$ cat src/ocyrus_pkg.sv
package ocyrus_pkg;

	parameter int NUM_LANES = 4; // serial outputs
	parameter int BIT_DEPTH = 8; // bits per word, also bit clocks per word period
	parameter int FIFO_DEPTH = 4; // fifo entries, sender starts with this many credits

	// one lane's word, msb is sent first
	typedef logic [BIT_DEPTH-1:0] lane_word_t;

	// one word per lane, lane 0 in the low bits
	typedef struct packed {
		lane_word_t lane3;
		lane_word_t lane2;
		lane_word_t lane1;
		lane_word_t lane0;
	} frame_t;

	// one bit per lane, bit i belongs to lane i
	typedef logic [NUM_LANES-1:0] lane_bits_t;

	// filler pattern when the fifo runs dry at a strobe
	parameter lane_word_t IDLE_WORD = 8'hf0; // high nibble ones, low nibble zeros

	// per-lane output delay in bit clocks, nibble i for lane i, max 7 each
	parameter logic [NUM_LANES-1:0][3:0] DEFAULT_LANE_DELAYS = {
		4'd6, // lane 3
		4'd3, // lane 2
		4'd1, // lane 1
		4'd0 // lane 0
	};

endpackage

$ cat src/lane_delay.sv
module lane_delay #(
	parameter int AMOUNT = 0 // delay in bit clocks, 0 to 7
) (
	input logic bit_clock,
	input logic rst_n,
	input logic bit_in,
	output logic bit_out
);

	if (AMOUNT == 0) begin : g_bypass
		assign bit_out = bit_in; // no delay, straight through
	end else begin : g_line
		logic [AMOUNT-1:0] stages; // stage 0 takes the input

		always_ff @(posedge bit_clock) begin
			if (!rst_n)
				stages <= '0;
			else
				stages <= AMOUNT'({stages, bit_in}); // upper bits fall off the end
		end

		assign bit_out = stages[AMOUNT-1]; // oldest stage
	end

endmodule

$ cat src/lane_serializer.sv
module lane_serializer #(
	parameter int NUM_LANES = ocyrus_pkg::NUM_LANES,
	parameter int BIT_DEPTH = ocyrus_pkg::BIT_DEPTH
) (
	input logic bit_clock,
	input logic rst_n,
	input logic strobe, // load edge, last bit of the current word is on the wire
	input ocyrus_pkg::frame_t head,
	input logic nonempty,
	output logic pop, // take the head frame at this strobe
	output ocyrus_pkg::lane_bits_t serial_bits // msb of each shift register
);

	logic [NUM_LANES*BIT_DEPTH-1:0] head_bits; // frame flattened, lane 0 lowest
	logic [NUM_LANES-1:0][BIT_DEPTH-1:0] shreg; // one shift register per lane
	logic [NUM_LANES-1:0][BIT_DEPTH-1:0] load_word; // what goes in at the strobe

	assign head_bits = head;

	// only pop when there is something to pop
	assign pop = strobe & nonempty;

	// pick frame data or idle filler, all lanes together
	always_comb begin
		for (int i = 0; i < NUM_LANES; i++) begin
			if (nonempty)
				load_word[i] = head_bits[i*BIT_DEPTH +: BIT_DEPTH];
			else
				load_word[i] = ocyrus_pkg::IDLE_WORD; // underflow, send the filler
		end
	end

	always_ff @(posedge bit_clock) begin
		if (!rst_n) begin
			shreg <= '0; // first word period after reset is all zeros
		end else if (strobe) begin
			shreg <= load_word;
		end else begin
			for (int i = 0; i < NUM_LANES; i++)
				shreg[i] <= {shreg[i][BIT_DEPTH-2:0], 1'b0}; // shift left, msb first
		end
	end

	// wire each lane's msb out
	always_comb begin
		for (int i = 0; i < NUM_LANES; i++)
			serial_bits[i] = shreg[i][BIT_DEPTH-1];
	end

endmodule

$ cat src/ocyrus_top.sv
module ocyrus_top #(
	parameter int NUM_LANES = ocyrus_pkg::NUM_LANES,
	parameter int BIT_DEPTH = ocyrus_pkg::BIT_DEPTH,
	parameter int FIFO_DEPTH = ocyrus_pkg::FIFO_DEPTH,
	parameter logic [NUM_LANES-1:0][3:0] LANE_DELAYS = ocyrus_pkg::DEFAULT_LANE_DELAYS
) (
	input logic bit_clock,
	input logic rst_n,
	input logic word_valid, // sender push, spends one credit
	input ocyrus_pkg::frame_t word_in,
	output logic credit_return, // one pulse per word taken out of the fifo
	output logic word_clock, // frame marker, aligned to undelayed lane data
	output ocyrus_pkg::lane_bits_t d_out // delayed serial outputs
);

	logic strobe;
	logic pop;
	logic nonempty;
	ocyrus_pkg::frame_t head;
	ocyrus_pkg::lane_bits_t serial_bits; // serializer output before the delay lines

	strobe_generator #(.BIT_DEPTH(BIT_DEPTH)) u_strobe (
		.bit_clock(bit_clock),
		.rst_n(rst_n),
		.strobe(strobe),
		.word_clock(word_clock)
	);

	word_fifo #(.FIFO_DEPTH(FIFO_DEPTH)) u_fifo (
		.bit_clock(bit_clock),
		.rst_n(rst_n),
		.word_valid(word_valid),
		.word_in(word_in),
		.pop(pop),
		.head(head),
		.nonempty(nonempty),
		.credit_return(credit_return)
	);

	lane_serializer #(.NUM_LANES(NUM_LANES), .BIT_DEPTH(BIT_DEPTH)) u_ser (
		.bit_clock(bit_clock),
		.rst_n(rst_n),
		.strobe(strobe),
		.head(head),
		.nonempty(nonempty),
		.pop(pop),
		.serial_bits(serial_bits)
	);

	// one fixed delay line per lane
	for (genvar i = 0; i < NUM_LANES; i++) begin : g_lane
		lane_delay #(.AMOUNT(int'(LANE_DELAYS[i]))) u_delay (
			.bit_clock(bit_clock),
			.rst_n(rst_n),
			.bit_in(serial_bits[i]),
			.bit_out(d_out[i])
		);
	end

endmodule

$ cat src/strobe_generator.sv
module strobe_generator #(
	parameter int BIT_DEPTH = ocyrus_pkg::BIT_DEPTH // bit clocks per word period
) (
	input logic bit_clock,
	input logic rst_n,
	output logic strobe, // one bit clock per word period, marks the load edge
	output logic word_clock // registered, high for first half of each word on the wire
);

	localparam int CW = (BIT_DEPTH > 1) ? $clog2(BIT_DEPTH) : 1;
	localparam int HALF = BIT_DEPTH / 2;

	logic [CW-1:0] cnt; // position inside the word period
	logic [CW-1:0] cnt_next;

	// strobe sits on the last bit of the period
	assign strobe = (cnt == CW'(BIT_DEPTH - 1));

	// wrap back to 0 right after the strobe edge
	assign cnt_next = strobe ? '0 : cnt + 1'b1;

	always_ff @(posedge bit_clock) begin
		if (!rst_n) begin
			cnt <= '0;
			word_clock <= 1'b0; // stays low through reset
		end else begin
			cnt <= cnt_next;
			// look ahead one cycle so the register lines up with serial_bits
			word_clock <= (cnt_next < CW'(HALF));
		end
	end

endmodule

$ cat src/word_fifo.sv
module word_fifo #(
	parameter int FIFO_DEPTH = ocyrus_pkg::FIFO_DEPTH // entries, equal to sender credits
) (
	input logic bit_clock,
	input logic rst_n,
	input logic word_valid, // sender push, only ever with a credit in hand
	input ocyrus_pkg::frame_t word_in,
	input logic pop, // from the serializer on a strobe with data waiting
	output ocyrus_pkg::frame_t head, // oldest frame, valid while nonempty
	output logic nonempty,
	output logic credit_return // pop delayed one clock, hands a credit back
);

	localparam int PW = (FIFO_DEPTH > 1) ? $clog2(FIFO_DEPTH) : 1;
	localparam int CW = $clog2(FIFO_DEPTH + 1);

	ocyrus_pkg::frame_t mem [FIFO_DEPTH]; // storage, no reset needed

	logic [PW-1:0] wr_ptr;
	logic [PW-1:0] rd_ptr;
	logic [CW-1:0] count; // occupancy

	// circular increment, works for depths that are not a power of two
	function automatic logic [PW-1:0] ptr_inc(input logic [PW-1:0] p);
		logic [PW-1:0] r;
		if (p == PW'(FIFO_DEPTH - 1))
			r = '0;
		else
			r = p + 1'b1;
		return r;
	endfunction

	assign head = mem[rd_ptr]; // show-ahead read
	assign nonempty = (count != '0);

	// write side, room is guaranteed by the credit scheme
	always_ff @(posedge bit_clock) begin
		if (word_valid)
			mem[wr_ptr] <= word_in;
	end

	always_ff @(posedge bit_clock) begin
		if (!rst_n) begin
			wr_ptr <= '0;
			rd_ptr <= '0;
			count <= '0;
			credit_return <= 1'b0;
		end else begin
			if (word_valid)
				wr_ptr <= ptr_inc(wr_ptr);
			if (pop)
				rd_ptr <= ptr_inc(rd_ptr);
			// push and pop together leave the count alone
			case ({word_valid, pop})
				2'b10: count <= count + 1'b1;
				2'b01: count <= count - 1'b1;
				default: count <= count;
			endcase
			credit_return <= pop; // one clock after the pop, one pulse per word
		end
	end

endmodule
$ cat config.mk
export PLATFORM = sky130hd
export DESIGN_NAME = ocyrus_top
export DESIGN_NICKNAME = d
export VERILOG_FILES = /design/src/ocyrus_pkg.sv /design/src/lane_delay.sv /design/src/lane_serializer.sv /design/src/ocyrus_top.sv /design/src/strobe_generator.sv /design/src/word_fifo.sv
export SDC_FILE = /design/constraint.sdc
export NUM_CORES = 1
export LEC_CHECK = 0
export ABC_AREA = 1
export BUFFER_PORTS_ARGS = -buffer_cell sky130_fd_sc_hd__buf_4
export CORE_AREA = 2 2 108 110
export CTS_CLUSTER_SIZE = 40
export DETAILED_ROUTE_END_ITERATION = 7
export DIE_AREA = 0 0 110 112
export HOLD_SLACK_MARGIN = 0.08
export PLACE_DENSITY = 0.86
export REMOVE_ABC_BUFFERS = 1
export SETUP_SLACK_MARGIN = 0.05
export SLEW_MARGIN = 20
export SYNTH_ARGS = -nofsm -noshare
export SYNTH_HDL_FRONTEND = slang
export SYNTH_SLANG_ARGS = --single-unit
$ cat constraint.sdc
create_clock -name bit_clock -period 3.4 [get_ports bit_clock]
set_input_delay 0.68 -clock bit_clock [delete_from_list [all_inputs] [get_ports bit_clock]]
set_output_delay 0.68 -clock bit_clock [all_outputs]
set_load 0.01 [all_outputs]
==> metrics.csv <==
metric;value;unit
utilization after layout;70.85;%
Final Hold Viols;0;
Synth Area in Compound Gates;3.598;%
Adder-Cell Fraction of Synth Area;1.702;%
Ports;41;
sequential fraction of the synthesis area;70.33;%
Hold Crit Class;reg -> reg;
global-route usage over all layers;22.53;%
Max Cap Viol;0;
via/cell ratio;5.298;
CTS tree;built;
placed cell area;0.007376;mm2
routability congestion estimate;0.7375;
stages on the worst setup path;12;
Setup violations, final;0;
Crit Path Category;reg -> reg;
max-slew violation count;0;
PwrDens;561.5;mW/mm2
drc violations;0;
Fill cells;725;
H-tree depth;4;
Crit. End Element;flip-flop;
first-pass GRT wire length;20630;um
peak supply drop;0.4115;mV
clk root buf;clkbuf_16;
multiplexer area fraction after synthesis;0;%
FF-to-FF path depth;12;
r2r setup slk;0.99;ns
Critical R2R Launch;u_strobe.cnt[0];
final period utilization;70.74;%
Sw Pwr;0.9453;mW
pre-CTS WS;1.034;ns
Syn Area/Cell;10.89;um2
Startpoint Class;flip-flop;
initial antenna violation count;0;
GRT overflow;0;
Die Y;112;um
full die area;0.01232;mm2
Worst path top cell family by delay;adder cells;
simple logic cell fraction of the synthesized area;17.10;%
# hold bufs at CTS;0;
worst-margin pin slew;0.8763;ns
diode count;0;
Slowest-stage cell, CP;a21boi_4;
Final ANT Viol Nets;0;
TritonCTS Buffers;17;
critical path cell sequence;ha_1 -> ha_1 -> a21boi_4 -> ha_1 -> inv_1 -> fa_1 -> inv_1 -> nand2_1 -> nand3_1 -> nand2_1 -> nand2_1 -> nor2_1;
DR WL/cell;15.29;um
TritonCTS Sinks;184;
Initial Util;63.17;%
post-detail-place hpwl;6755;um
setup TNS;0;ns
routed wire length;12810;um
Core Region;0.01117;mm2
Buf+Inv Stages, Crit Path;2;
largest net degree at the start of global routing;65;
share of cells above drive strength 1;12.52;%
Rows;39;
clock network fraction of total power;39.7;%
CP required;3.72;ns
CTS Buffer Depth;2;
Net count, final;726;
Layout area overhead;12.16;%
Worst R2R End;u_fifo.count[2];
XOR/XNOR Fraction of Synth Area;0;%
setup repair after global routing missed its margin;false;
DIE WIDTH;110;um
sequential share of power;56.1;%
CP Data Arrival Time;2.72;ns
Max Clk Rate;0.4158;GHz
Mapped Cells;648;
DR iter-0 viols;295;
area of the mapped netlist;0.007059;mm2
# port buffers;40;
Gate power share;4.2;%
Max FO, Critical Path;19;
CTS clk-pin slew, worst paths;0.06;ns
number of global-route vias before repair;4499;
Sw Share;21.26;%
Critical Path Max Stage Delay;0.53;ns
PostCTS Resize Cnt;0;
postcts setup bufs;0;
Worst Setup SP;u_strobe.cnt[0];
crit path time final;2.405;ns
Slew headroom;41.51;%
PnR worst setup slack;0.9950;ns
clock skew;0.008200;ns
worst setup path endpoint;u_fifo.count[2];
routed via count;4440;
largest family of logic cells by synthesized area;simple AND/OR/NAND/NOR gates;
Leakage;3.418;nW
Pre-antenna DRT Iters;5;
Yosys reg bits;184;
worst skew pair latency;0.42;ns
cell internal pwr;3.500;mW
final instance area;0.007918;mm2
status;complete, no violations;
count of cell types in the netlist;23;
yosys warns;0;
power by group through the flow:
stage	registers (mW)	logic, mW	clock network [mW]
6_report	2.49	0.187	1.77
5_1_grt	2.50	0.213	1.87
4_1_cts	2.49	0.189	1.78
3_5_place_dp	2.54	0.186	0
3_3_place_gp	2.54	0.176	0
2_1_floorplan	2.54	0.0941	0
kinds of logic (layout without fill, tap and decap cells):
logic type	after synthesis	after routing
AO/OA/AOI/OAI	48	48
adder cells (fa/ha/maj)	9	9
buffers and inverters	111	158
flip-flops	184	184
AND/OR/NAND/NOR	296	296
area by class of cell:
class                      count  area [um2]  area share, %
clock buffer                  20       446.7          5.642
clock inverter                12       93.84          1.185
inverter                      79       297.8          3.761
multi-input combinational    353        1582          19.97
sequential                   184        4966          62.72
tap                          143       178.9          2.260
timing repair buffer          47       352.8          4.456
cells in the mapped netlist, drive strengths merged:
master  count  share of area, %
edfxtp    128                54
fa          1              0.28
ha          8               1.4
nor2       20               1.2
nand2     214                11
buf        29               2.9
a21oi      24               1.7
o21ai      23               1.6
nand3      60               4.3
inv        79               4.2
nor3        1             0.071
clkbuf      3              0.18
or2         1             0.089
a21boi      1              0.27
dfxtp      56                16
flip-flops by register name (all words and copies together), names as in the netlist, 2 cells and up, named ones only:
signal / count
u_fifo.wr_ptr: 2
u_ser.serial_bits: 4
g_lane.u_delay.g_line.stages: 9
u_ser.shreg: 28
u_strobe.cnt: 3
u_fifo.count: 3
u_fifo.rd_ptr: 2
u_fifo.mem: 128
per-stage QoR:
step	std cells	hold slack [ns]	power [mW]
2_1_floorplan	616	0.3900	2.633
3_3_place_gp	806	0.3940	2.714
3_5_place_dp	806	0.3993	2.727
4_1_cts	838	0.4151	4.458
5_1_grt	838	0.4323	4.581
6_report	838	0.4124	4.445
routing by layer:
layer	share of wire [%]	wire length [um]	up-vias	track usage, %
met5	0	0	-	0
met4	2.5	315	0	10.21
met3	5.2	662	35	5.972
met2	53	6763	134	38.49
met1	40	5067	2104	26.30
li1	-	-	2167	-
cell usage in the layout (no fill, tap or decap), types with 3 or more instances in the layout:
cell / n
inv_1: 76
nand3_1: 59
a21oi_1: 24
inv_6: 3
nand2_1: 213
clkinv_4: 4
edfxtp_1: 128
buf_4: 47
nor2_1: 18
ha_1: 8
clkbuf_16: 17
dfxtp_1: 55
clkinvlp_4: 3
o21ai_0: 23
worst min-delay path by stage:
stage | from | to | slack (ns) | depth (start not counted)
final | g_lane[2].u_delay.g_line.stages[0] | g_lane[2].u_delay.g_line.stages[1] | 0.41 | 2
after global routing | g_lane[3].u_delay.g_line.stages[0] | g_lane[3].u_delay.g_line.stages[1] | 0.43 | 2
after CTS | u_ser.serial_bits[3] | g_lane[3].u_delay.g_line.stages[0] | 0.42 | 2
after detailed placement | u_ser.serial_bits[3] | g_lane[3].u_delay.g_line.stages[0] | 0.40 | 2
after global placement | u_ser.serial_bits[2] | g_lane[2].u_delay.g_line.stages[0] | 0.39 | 2
after floorplan | u_ser.serial_bits[1] | g_lane[1].u_delay.bit_out | 0.39 | 2
tightest hold or removal path, cell delays in order, from the launching register on:
cell and delay (ns):
dfxtp_1 0.31, nand2_1 0.05, inv_1 0.04
No activity file was read; power rests on OpenSTA's default activity.
